$ cat src/logic/mem_pkg.sv
`default_nettype none

package mem_pkg;

   // bus widths
   localparam int ADDR_W = 32;
   localparam int DATA_W = 32;
   localparam int STRB_W = DATA_W / 8;

   // ram geometry, byte addresses 0..RAM_WORDS*4-1
   localparam int RAM_WORDS = 256;
   localparam int RAM_AW    = $clog2(RAM_WORDS);

   // axi response codes
   localparam logic [1:0] RESP_OKAY   = 2'b00;
   localparam logic [1:0] RESP_SLVERR = 2'b10;

   // core side memory operations
   typedef enum logic [2:0] {
      MEM_LB  = 3'd0, // byte, sign extended
      MEM_LH  = 3'd1,
      MEM_LW  = 3'd2,
      MEM_LBU = 3'd3, // byte, zero extended
      MEM_LHU = 3'd4,
      MEM_SB  = 3'd5,
      MEM_SH  = 3'd6,
      MEM_SW  = 3'd7
   } mem_op_e;

endpackage

`default_nettype wire

$ cat src/logic/axi_lite_if.sv
`timescale 1ns/100ps
`default_nettype none

interface axi_lite_if;
   import mem_pkg::*;

   // read address
   logic [ADDR_W-1:0] araddr;
   logic              arvalid;
   logic              arready;

   // read data
   logic [DATA_W-1:0] rdata;
   logic [1:0]        rresp;
   logic              rvalid;
   logic              rready;

   // write address
   logic [ADDR_W-1:0] awaddr;
   logic              awvalid;
   logic              awready;

   // write data
   logic [DATA_W-1:0] wdata;
   logic [STRB_W-1:0] wstrb;
   logic              wvalid;
   logic              wready;

   // write response
   logic [1:0]        bresp;
   logic              bvalid;
   logic              bready;

   modport master (
      output araddr, arvalid, rready, awaddr, awvalid, wdata, wstrb, wvalid, bready,
      input  arready, rdata, rresp, rvalid, awready, wready, bresp, bvalid
   );

   modport slave (
      input  araddr, arvalid, rready, awaddr, awvalid, wdata, wstrb, wvalid, bready,
      output arready, rdata, rresp, rvalid, awready, wready, bresp, bvalid
   );

endinterface

`default_nettype wire

$ cat src/logic/axi_master.sv
`timescale 1ns/100ps
`default_nettype none

module axi_master (
   input  wire                        axi_aclk_i,
   input  wire                        axi_aresetn_i,
   input  wire                        req_valid_i,
   input  wire mem_pkg::mem_op_e      req_op_i,
   input  wire [mem_pkg::ADDR_W-1:0]  req_addr_i,
   input  wire [mem_pkg::DATA_W-1:0]  req_wdata_i,
   output logic                       stall_o,
   output logic [mem_pkg::DATA_W-1:0] load_data_o,
   output logic                       load_valid_o,
   output logic                       access_err_o,
   axi_lite_if.master                 axi_m
);
   import mem_pkg::*;

   typedef enum logic [1:0] {
      IDLE,
      READ,   // ar pending or waiting for r
      WRITE,  // aw and/or w pending
      WAIT_B
   } state_e;

   state_e            state_q;
   mem_op_e           op_q;
   logic [ADDR_W-1:0] addr_q;
   logic [DATA_W-1:0] wdata_q;
   logic [STRB_W-1:0] wstrb_q;
   logic              arvalid_q;
   logic              awvalid_q;
   logic              wvalid_q;

   logic              ar_hs;
   logic              aw_hs;
   logic              w_hs;
   logic              r_hs;
   logic              b_hs;
   logic              done;
   logic              accept;
   logic              req_is_load;
   logic [DATA_W-1:0] st_wdata;
   logic [STRB_W-1:0] st_strb;
   logic [7:0]        lane_b;
   logic [15:0]       lane_h;

   assign axi_m.araddr  = addr_q;
   assign axi_m.arvalid = arvalid_q;
   assign axi_m.rready  = (state_q == READ);
   assign axi_m.awaddr  = addr_q;
   assign axi_m.awvalid = awvalid_q;
   assign axi_m.wdata   = wdata_q;
   assign axi_m.wstrb   = wstrb_q;
   assign axi_m.wvalid  = wvalid_q;
   assign axi_m.bready  = (state_q == WAIT_B);

   assign ar_hs = axi_m.arvalid & axi_m.arready;
   assign aw_hs = axi_m.awvalid & axi_m.awready;
   assign w_hs  = axi_m.wvalid & axi_m.wready;
   assign r_hs  = axi_m.rvalid & axi_m.rready;
   assign b_hs  = axi_m.bvalid & axi_m.bready;
   assign done  = r_hs | b_hs;

   // released in the response cycle, next request can go at the following edge
   assign stall_o = (state_q != IDLE) & ~done;
   assign accept  = req_valid_i & ~stall_o;

   assign req_is_load = !(req_op_i inside {MEM_SB, MEM_SH, MEM_SW});

   assign load_valid_o = r_hs;
   assign access_err_o = (r_hs & (axi_m.rresp == RESP_SLVERR)) |
                         (b_hs & (axi_m.bresp == RESP_SLVERR));

   // store data and strobes onto the addressed lane
   always_comb begin
      st_wdata = req_wdata_i;
      st_strb  = {STRB_W{1'b1}};
      case (req_op_i)
         MEM_SB: begin
            st_wdata = DATA_W'(req_wdata_i[7:0]) << {req_addr_i[1:0], 3'b000};
            st_strb  = STRB_W'(1) << req_addr_i[1:0];
         end
         MEM_SH: begin
            st_wdata = DATA_W'(req_wdata_i[15:0]) << {req_addr_i[1], 4'b0000};
            st_strb  = STRB_W'(3) << {req_addr_i[1], 1'b0};
         end
         default: begin
         end
      endcase
   end

   // load lane select and extension
   always_comb begin
      lane_b = axi_m.rdata[{addr_q[1:0], 3'b000} +: 8];
      lane_h = axi_m.rdata[{addr_q[1], 4'b0000} +: 16];
      case (op_q)
         MEM_LB:  load_data_o = {{(DATA_W-8){lane_b[7]}}, lane_b};
         MEM_LBU: load_data_o = {{(DATA_W-8){1'b0}}, lane_b};
         MEM_LH:  load_data_o = {{(DATA_W-16){lane_h[15]}}, lane_h};
         MEM_LHU: load_data_o = {{(DATA_W-16){1'b0}}, lane_h};
         MEM_LW:  load_data_o = axi_m.rdata;
         default: load_data_o = '0;
      endcase
      if (axi_m.rresp == RESP_SLVERR) begin
         load_data_o = '0; // failed load reads as zero
      end
   end

   always_ff @(posedge axi_aclk_i) begin
      if (!axi_aresetn_i) begin
         state_q   <= IDLE;
         arvalid_q <= 1'b0;
         awvalid_q <= 1'b0;
         wvalid_q  <= 1'b0;
      end else begin
         if (ar_hs) arvalid_q <= 1'b0;
         if (aw_hs) awvalid_q <= 1'b0; // aw and w drop independently
         if (w_hs)  wvalid_q  <= 1'b0;

         case (state_q)
            WRITE: begin
               if ((aw_hs | ~awvalid_q) & (w_hs | ~wvalid_q)) begin
                  state_q <= WAIT_B;
               end
            end
            READ, WAIT_B: begin
               if (done) state_q <= IDLE;
            end
            default: begin
            end
         endcase

         if (accept) begin
            state_q   <= req_is_load ? READ : WRITE;
            arvalid_q <= req_is_load;
            awvalid_q <= ~req_is_load;
            wvalid_q  <= ~req_is_load;
         end
      end
   end

   always_ff @(posedge axi_aclk_i) begin
      if (accept) begin
         op_q    <= req_op_i;
         addr_q  <= req_addr_i;
         wdata_q <= st_wdata;
         wstrb_q <= st_strb;
      end
   end

   a_ar_hold: assert property (@(posedge axi_aclk_i) disable iff (!axi_aresetn_i)
      axi_m.arvalid && !axi_m.arready |=> axi_m.arvalid && $stable(axi_m.araddr));

   a_aw_hold: assert property (@(posedge axi_aclk_i) disable iff (!axi_aresetn_i)
      axi_m.awvalid && !axi_m.awready |=> axi_m.awvalid && $stable(axi_m.awaddr));

   // misaligned accesses are not split
   a_half_align: assert property (@(posedge axi_aclk_i) disable iff (!axi_aresetn_i)
      accept && (req_op_i inside {MEM_LH, MEM_LHU, MEM_SH}) |-> !req_addr_i[0]);

   a_word_align: assert property (@(posedge axi_aclk_i) disable iff (!axi_aresetn_i)
      accept && (req_op_i inside {MEM_LW, MEM_SW}) |-> req_addr_i[1:0] == 2'b00);

endmodule

`default_nettype wire

$ cat src/flat_wrapper.sv
// flat-port wrapper written by rule: the top's interface ports become plain ports
module axi_master_flat import mem_pkg::*;
  (axi_aclk_i, axi_aresetn_i, req_valid_i, req_op_i, req_addr_i, req_wdata_i, stall_o, load_data_o, load_valid_o, access_err_o, axi_m_araddr, axi_m_arvalid, axi_m_rready, axi_m_awaddr, axi_m_awvalid, axi_m_wdata, axi_m_wstrb, axi_m_wvalid, axi_m_bready, axi_m_arready, axi_m_rdata, axi_m_rresp, axi_m_rvalid, axi_m_awready, axi_m_wready, axi_m_bresp, axi_m_bvalid);
  axi_lite_if axi_m_i ();
  input  wire axi_aclk_i;
  input  wire axi_aresetn_i;
  input  wire req_valid_i;
  input  wire mem_pkg::mem_op_e req_op_i;
  input  wire [mem_pkg::ADDR_W-1:0] req_addr_i;
  input  wire [mem_pkg::DATA_W-1:0] req_wdata_i;
  output logic stall_o;
  output logic [mem_pkg::DATA_W-1:0] load_data_o;
  output logic load_valid_o;
  output logic access_err_o;
  output wire logic [$bits(axi_m_i.araddr)-1:0] axi_m_araddr;
  output wire logic [$bits(axi_m_i.arvalid)-1:0] axi_m_arvalid;
  output wire logic [$bits(axi_m_i.rready)-1:0] axi_m_rready;
  output wire logic [$bits(axi_m_i.awaddr)-1:0] axi_m_awaddr;
  output wire logic [$bits(axi_m_i.awvalid)-1:0] axi_m_awvalid;
  output wire logic [$bits(axi_m_i.wdata)-1:0] axi_m_wdata;
  output wire logic [$bits(axi_m_i.wstrb)-1:0] axi_m_wstrb;
  output wire logic [$bits(axi_m_i.wvalid)-1:0] axi_m_wvalid;
  output wire logic [$bits(axi_m_i.bready)-1:0] axi_m_bready;
  input wire logic [$bits(axi_m_i.arready)-1:0] axi_m_arready;
  input wire logic [$bits(axi_m_i.rdata)-1:0] axi_m_rdata;
  input wire logic [$bits(axi_m_i.rresp)-1:0] axi_m_rresp;
  input wire logic [$bits(axi_m_i.rvalid)-1:0] axi_m_rvalid;
  input wire logic [$bits(axi_m_i.awready)-1:0] axi_m_awready;
  input wire logic [$bits(axi_m_i.wready)-1:0] axi_m_wready;
  input wire logic [$bits(axi_m_i.bresp)-1:0] axi_m_bresp;
  input wire logic [$bits(axi_m_i.bvalid)-1:0] axi_m_bvalid;
  assign axi_m_araddr = axi_m_i.araddr;
  assign axi_m_arvalid = axi_m_i.arvalid;
  assign axi_m_rready = axi_m_i.rready;
  assign axi_m_awaddr = axi_m_i.awaddr;
  assign axi_m_awvalid = axi_m_i.awvalid;
  assign axi_m_wdata = axi_m_i.wdata;
  assign axi_m_wstrb = axi_m_i.wstrb;
  assign axi_m_wvalid = axi_m_i.wvalid;
  assign axi_m_bready = axi_m_i.bready;
  assign axi_m_i.arready = axi_m_arready;
  assign axi_m_i.rdata = axi_m_rdata;
  assign axi_m_i.rresp = axi_m_rresp;
  assign axi_m_i.rvalid = axi_m_rvalid;
  assign axi_m_i.awready = axi_m_awready;
  assign axi_m_i.wready = axi_m_wready;
  assign axi_m_i.bresp = axi_m_bresp;
  assign axi_m_i.bvalid = axi_m_bvalid;
  axi_master u_core (.axi_aclk_i(axi_aclk_i), .axi_aresetn_i(axi_aresetn_i), .req_valid_i(req_valid_i), .req_op_i(req_op_i), .req_addr_i(req_addr_i), .req_wdata_i(req_wdata_i), .stall_o(stall_o), .load_data_o(load_data_o), .load_valid_o(load_valid_o), .access_err_o(access_err_o), .axi_m(axi_m_i));
endmodule
$ cat config.mk
export PLATFORM = sky130hd
export DESIGN_NAME = axi_master_flat
export DESIGN_NICKNAME = d
export VERILOG_FILES = /design/src/logic/mem_pkg.sv /design/src/logic/axi_lite_if.sv /design/src/logic/axi_master.sv /design/src/flat_wrapper.sv
export SDC_FILE = /design/constraint.sdc
export NUM_CORES = 1
export LEC_CHECK = 0
export ABC_CLOCK_PERIOD_IN_PS = 3000
export BUFFER_PORTS_ARGS = -buffer_cell sky130_fd_sc_hd__buf_2
export CAP_MARGIN = 10
export CELL_PAD_IN_SITES_DETAIL_PLACEMENT = 0
export CELL_PAD_IN_SITES_GLOBAL_PLACEMENT = 2
export CORE_MARGIN = 2
export CORE_UTILIZATION = 22
export CTS_CLUSTER_DIAMETER = 40
export DETAILED_ROUTE_END_ITERATION = 12
export PLACE_DENSITY_LB_ADDON = 0.1
export SLEW_MARGIN = 10
export SYNTH_ARGS = -nofsm -noshare
export SYNTH_HDL_FRONTEND = slang
export SYNTH_SLANG_ARGS = --single-unit
$ cat constraint.sdc
create_clock -name axi_aclk_i -period 3 [get_ports axi_aclk_i]
set_clock_uncertainty 0.2 [all_clocks]
set_input_delay 0.3 -clock axi_aclk_i [delete_from_list [all_inputs] [get_ports axi_aclk_i]]
set_output_delay 0.3 -clock axi_aclk_i [all_outputs]
set_load 0.005 [all_outputs]
Word level (Yosys, flattened, before mapping). Index checks and enable logic that the tools add are counted.

Bits in registers: 76. Input port bits: 111. Output and inout port bits: 140. Word-level logic and storage cells: 71.

Equality and inequality tests: 14. Shifts and indexed selects: 6. Mux-type cells: 15. Bitwise logic cells: 18. Reduce and logical (&&, ||, !) cells: 10.

Operators by type and width (number): $pmux W32 S5 (1); $pmux W32 S2 (1); $mux W32 (1); $shiftx A32 B6 Y16 (1); $shiftx A32 B6 Y8 (1); $shl A16 B5 Y32 (1); $shl A8 B5 Y32 (1); $eq A3 B3 Y1 const B (4); $and A1 B1 Y1 (10); $eq A2 B2 Y1 const B (4); $mux W2 (4); $pmux W4 S2 (1); $reduce_bool A2 Y1 (4); $eq A3 B2 Y1 const B (2); $mux W1 (6); $ne A3 B1 Y1 const B (2); $reduce_bool A3 Y1 (2); $not A1 Y1 (4); $or A1 B1 Y1 (4); $pmux W2 S2 (1); $shl A1 B2 Y4 const A (1); $shl A2 B2 Y4 const A (1); $eq A3 B1 Y1 const B (1); $logic_not A3 Y1 (1); other kinds (4) (4).

Depth between registers and ports, before layout.
Depth after elaboration: 9. Mapped depth: 6. Depth with buffers taken out: 5.

Worst setup path before layout. OpenSTA, ideal clock, no wires.

Kind: flip-flop to flip-flop. From: register u_core.state_q[0]. To: register u_core.addr_q[0], in the netlist u_core.axi_m.araddr[0] (enable). Setup time: 437 ps. Arrival: 2480 ps. Data required time: 2363 ps. Slack: -117 ps. Cell stages (with the launch flop): 5. Buffers on the path: 1. Period minus slack after synthesis: 3117 ps. Path through: dfxtp_1 > buf_2 > nor2b_1 > o21ai_2 > and2_1.

Word-level cells in the longest chain between the ends: 7. Elaborated cells on any way between the ends: 10. Classes of those cells: eq/ne (2); bitwise (7); reduce/logical (1).

Ends and longest elaborated chain: from (decl) (RTL line axi_master.sv:26) `state_e state_q;`; from (signal assigned) (RTL line axi_master.sv:135) `state_q <= req_is_load ? READ : WRITE;`; $eq A2 B1 Y1 or $eq A2 B2 Y1 (tied branches) (RTL line axi_master.sv:50, axi_master.sv:56); $and A1 B1 Y1 (on tied branches) (RTL line axi_master.sv:61, axi_master.sv:62); $or A1 B1 Y1 (RTL line axi_master.sv:63) `assign done = r_hs | b_hs;`; $not A1 Y1 (RTL line axi_master.sv:66) `assign stall_o = (state_q != IDLE) & ~done;`; $and A1 B1 Y1 * (RTL line axi_master.sv:66); $not A1 Y1 * (RTL line axi_master.sv:67) `assign accept = req_valid_i & ~stall_o;`; $and A1 B1 Y1 * (RTL line axi_master.sv:67); net u_core.accept (RTL line axi_master.sv:41) `logic accept;`; to (signal assigned) (RTL line axi_master.sv:146) `addr_q <= req_addr_i;`; to (decl) (RTL line axi_master.sv:28) `logic [ADDR_W-1:0] addr_q;`.

Mark *: on every way through the listed nets, which the timed path passes. The rest lies on a longest branch. A chain may end at the register's enable or synchronous reset.

Final worst setup path.
From: register u_core.op_q[0]. To: output port load_data_o[3] in the netlist's numbering.

Word-level cells in the longest chain between the ends: 3. Elaborated cells on any way between the ends: 7. Classes of those cells: eq/ne (4); mux (2); reduce/logical (1).

Ends and longest elaborated chain: from (decl) (RTL line axi_master.sv:27) `mem_op_e op_q;`; from (signal assigned) (RTL line axi_master.sv:145) `op_q <= req_op_i;`; $eq A3 B2 Y1, or another cell as far along (RTL line axi_master.sv:97) `case (op_q)`; $pmux W32 S5 * (RTL line axi_master.sv:97); $mux W32 * (RTL line axi_master.sv:105) `if (axi_m.rresp == RESP_SLVERR) begin`; to (decl) (RTL line flat_wrapper.sv:12) `output logic [mem_pkg::DATA_W-1:0] load_data_o;`.

Every way passes the cells marked *; elsewhere a longest branch is shown, timed or not.

==> impl_results.rst <==
.. list-table::
   :header-rows: 1

   * - Metric
     - Value
   * - Synthesized netlist net count
     - 448
   * - Slowest cell on the critical path
     - sky130_fd_sc_hd__edfxtp_1
   * - Root buffer cell
     - sky130_fd_sc_hd__clkbuf_16
   * - Post-synth design cell area
     - 3999 um^2
   * - Die H
     - 138.8 um
   * - Via count of the first global-routing pass
     - 3469
   * - Starting utilization of the core area
     - 0.2234
   * - Critical path's top delay family
     - flip-flops
   * - Setup repair after global routing missed its margin
     - false
   * - Wirelength, routed
     - 13340 um
   * - Kind of start point of the critical path
     - register
   * - Final routed DRC violation total
     - 0
   * - Area share of the largest cell type after synthesis
     - 0.5332
   * - Library cells used by synthesis
     - 45
   * - H-tree depth reported by CTS
     - 3
   * - CP Data Arrival Time
     - 2190 ps
   * - Tot GR Track Use
     - 0.1335
   * - Design Area, Final
     - 5877 um^2
   * - Result of the run
     - completed
   * - Layout Utilization
     - 0.3283
   * - Required time of the critical path
     - 2500 ps
   * - First-pass GRT wire length
     - 20040 um
   * - Post-synthesis sequential area ratio
     - 0.5582
   * - Die Span X
     - 138.8 um
   * - Final critical delay including setup and external delays
     - 2688 ps
   * - Share of the clock period used by the worst path
     - 0.8960
   * - Worst setup slack after placement
     - 682.1 ps
   * - Delay of the slowest cell on the worst path
     - 570 ps
   * - Crit path buf inv count
     - 2
   * - Num CTS Buffers
     - 9
   * - Post-layout total power
     - 2.959 mW
   * - Filler cells
     - 1919
   * - Library cell occupying the most area in the post-synthesis netlist
     - sky130_fd_sc_hd__edfxtp_1
   * - I/O Buffers
     - 250
   * - Count of state elements after synthesis
     - 76
   * - Count of yosys warnings during synthesis
     - 0
   * - Detailed router's first-iteration violation count
     - 147
   * - Area taken by multi-input logic gates
     - 1425 um^2
   * - Worst Setup End Kind
     - output port
   * - Antenna Nets Post-Route
     - 0
   * - Critical Path Fanout Max
     - 13
   * - CTS sink count
     - 76
   * - Deepest clock path buffer count
     - 2
   * - Worst hold path type
     - in2reg
   * - DIE AREA
     - 19270 um^2
   * - FF+latch area
     - 2232 um^2
   * - TritonCTS clock tree
     - yes
   * - Gr ovfl total
     - 0
   * - Clock-pin slew reported for the worst setup and hold paths after clock tree synthesis
     - 60 ps
   * - Share of flip-flops with an asynchronous set or reset
     - 0
   * - Core area
     - 17900 um^2
   * - Final Max Tran Viols
     - 0
   * - Max Cap Viol
     - 0
   * - Cell chain of the critical path
     - nor3b_4, buf_4, a22oi_1, a21oi_1, buf_2
   * - Mapped Cells
     - 337
   * - Vias
     - 3623
   * - Number of hold violations in the final report
     - 0
   * - Slew at the pin with the worst max-slew slack
     - 699.2 ps
   * - Wire length per cell
     - 16.21 um
   * - Setup CP Type
     - reg2out
   * - Maximum clock frequency
     - 0.3720 GHz
   * - Gp weighted congestion
     - 0.7464
   * - Pin count of the biggest net entering global routing
     - 39
   * - Setup tns final
     - 0 ps
   * - VDD IR-drop max
     - 0.0002676 V
   * - Primary flip-flop cell chosen by synthesis mapping
     - sky130_fd_sc_hd__edfxtp_1
   * - Number of cell rows
     - 49
   * - Static power due to leakage
     - 2.554 nW
   * - Number of instances resized during post-cts repair
     - 0
   * - Worst setup slack after layout
     - 311.9 ps
   * - Clock insertion delay at the later pin of the skew report
     - 330 ps
   * - Final Net Count
     - 700
   * - Max-slew headroom at the worst pin
     - 0.5321
   * - Top-level port count
     - 251
   * - HPWL Detailed
     - 10310 um
   * - P per Cell Area
     - 503.6 nW/um^2
   * - Share of cells above drive strength 1
     - 0.5194
   * - Final setup violating endpoints
     - 0
   * - Average instance area after synthesis
     - 11.87 um^2
   * - Area overhead of the layout relative to synthesis
     - 46.97%
   * - Via-to-Cell Ratio
     - 4.402
   * - Standard cell area after detailed placement
     - 5283 um^2
   * - Post-synth EDFFs
     - 71
   * - DRT Pass-1 Iters
     - 4
   * - Initial antenna violation count
     - 1
   * - Biggest area contributors in the synthesized netlist
     - sky130_fd_sc_hd__edfxtp_1 53%, sky130_fd_sc_hd__buf_4 6.4%, sky130_fd_sc_hd__a22oi_1 4.3%, sky130_fd_sc_hd__mux2_2 4.2%, sky130_fd_sc_hd__a22o_1 3.5%
==> final cells by class <==
type                    count  share of cell area
flip-flops and latches     76              0.3798
repair buffers            289              0.2781
diodes                      1           0.0004258
inverters                   4            0.002555
multi-input cells         209              0.2425
clock inverters             6            0.009581
well taps                 229             0.04875
clock buffers               9             0.03832
==> worst reg2reg max path, cell delays in order, from the launching register on <==
cell and delay (ps):
sky130_fd_sc_hd__dfxtp_1 490, sky130_fd_sc_hd__nand3_1 170, sky130_fd_sc_hd__o21ai_2 170, sky130_fd_sc_hd__and2_4 470, sky130_fd_sc_hd__buf_12 300
==> state kept, by name (all words and copies together), names as in the netlist <==
| register | flops |
|---|---|
| u_core.axi_m.wvalid | 1 |
| u_core.axi_m.wstrb | 4 |
| u_core.axi_m.arvalid | 1 |
| u_core.state_q | 2 |
| u_core.axi_m.araddr | 32 |
| u_core.axi_m.wdata | 32 |
| u_core.op_q | 3 |
| u_core.axi_m.awvalid | 1 |
==> placed cells by master, fill, tap and decap left out, drive strengths merged, types with 11 or more instances in the layout <==
cell / Yosys / final
buf: 43 / 258
edfxtp: 71 / 71
nand2: 37 / 37
a21oi: 37 / 37
dlygate4sd3: 0 / 31
a22oi: 23 / 23
a22o: 16 / 16
mux2: 15 / 15
and2: 11 / 11
==> timing repair <==
action | CTS | global route
buffers inserted | 0 | 0
hold buffers | 31 | 0
hold endpoints to repair | 31 | 0
==> Yosys cell counts, types with 2 or more instances <==
master,count
sky130_fd_sc_hd__buf_2,6
sky130_fd_sc_hd__o21ai_1,2
sky130_fd_sc_hd__inv_1,3
sky130_fd_sc_hd__nand3_1,9
sky130_fd_sc_hd__mux2i_1,2
sky130_fd_sc_hd__o21ai_2,2
sky130_fd_sc_hd__and2_1,11
sky130_fd_sc_hd__dfxtp_1,5
sky130_fd_sc_hd__edfxtp_1,71
sky130_fd_sc_hd__a21oi_1,27
sky130_fd_sc_hd__o311a_1,2
sky130_fd_sc_hd__buf_6,3
sky130_fd_sc_hd__nor2_1,8
sky130_fd_sc_hd__a22o_1,16
sky130_fd_sc_hd__nor3_1,4
sky130_fd_sc_hd__o21a_1,2
sky130_fd_sc_hd__a21boi_0,4
sky130_fd_sc_hd__o21ai_0,5
sky130_fd_sc_hd__clkbuf_1,4
sky130_fd_sc_hd__a22oi_1,23
sky130_fd_sc_hd__nor3b_2,2
sky130_fd_sc_hd__nand2b_1,5
sky130_fd_sc_hd__nand2_1,37
sky130_fd_sc_hd__mux2_2,15
sky130_fd_sc_hd__buf_4,34
sky130_fd_sc_hd__a21oi_2,10
sky130_fd_sc_hd__nor2b_1,7
==> power breakdown <==
group | internal [mW] | total [mW] | switching (mW)
clock | 0.631 | 1.03 | 0.403
sequential | 1.28 | 1.32 | 0.0479
combinational | 0.290 | 0.600 | 0.310
total | 2.20 | 2.96 | 0.762
==> per-stage QoR <==
stage	hold WS, ps	instances
after floorplan	198.9	337
after global placement	276.7	776
after detailed placement	278.1	776
after CTS	0.5685	822
after global routing	7.896	823
final	23.92	823
==> cell families after synthesis <==
group           after synthesis  synth area share
buf+inv                      52           0.08854
simple gates                 91            0.1208
compound gates               98            0.1752
mux                          18           0.05288
flops                        76            0.5582
xor+xnor                      2          0.004381
==> layer usage <==
layer	global-route usage	wire, um
met1	0.1620	5644
met2	0.2261	6439
met3	0.03936	924
met4	0.04678	335
met5	0	0
==> worst paths after layout <==
kind / to / slack [ps] / depth (start not counted) / startpoint
setup / recovery: load_data_o[3] / 310 / 5 / u_core.op_q[0]
hold / removal: u_core.axi_m.wdata[30] / 20 / 3 / req_wdata_i[30]
setup reg to reg: u_core.axi_m.araddr[23] / 870 / 4 / u_core.state_q[1]
hold reg to reg: u_core.axi_m.arvalid / 370 / 3 / u_core.axi_m.arvalid
Power figures use the tool's default switching activity.
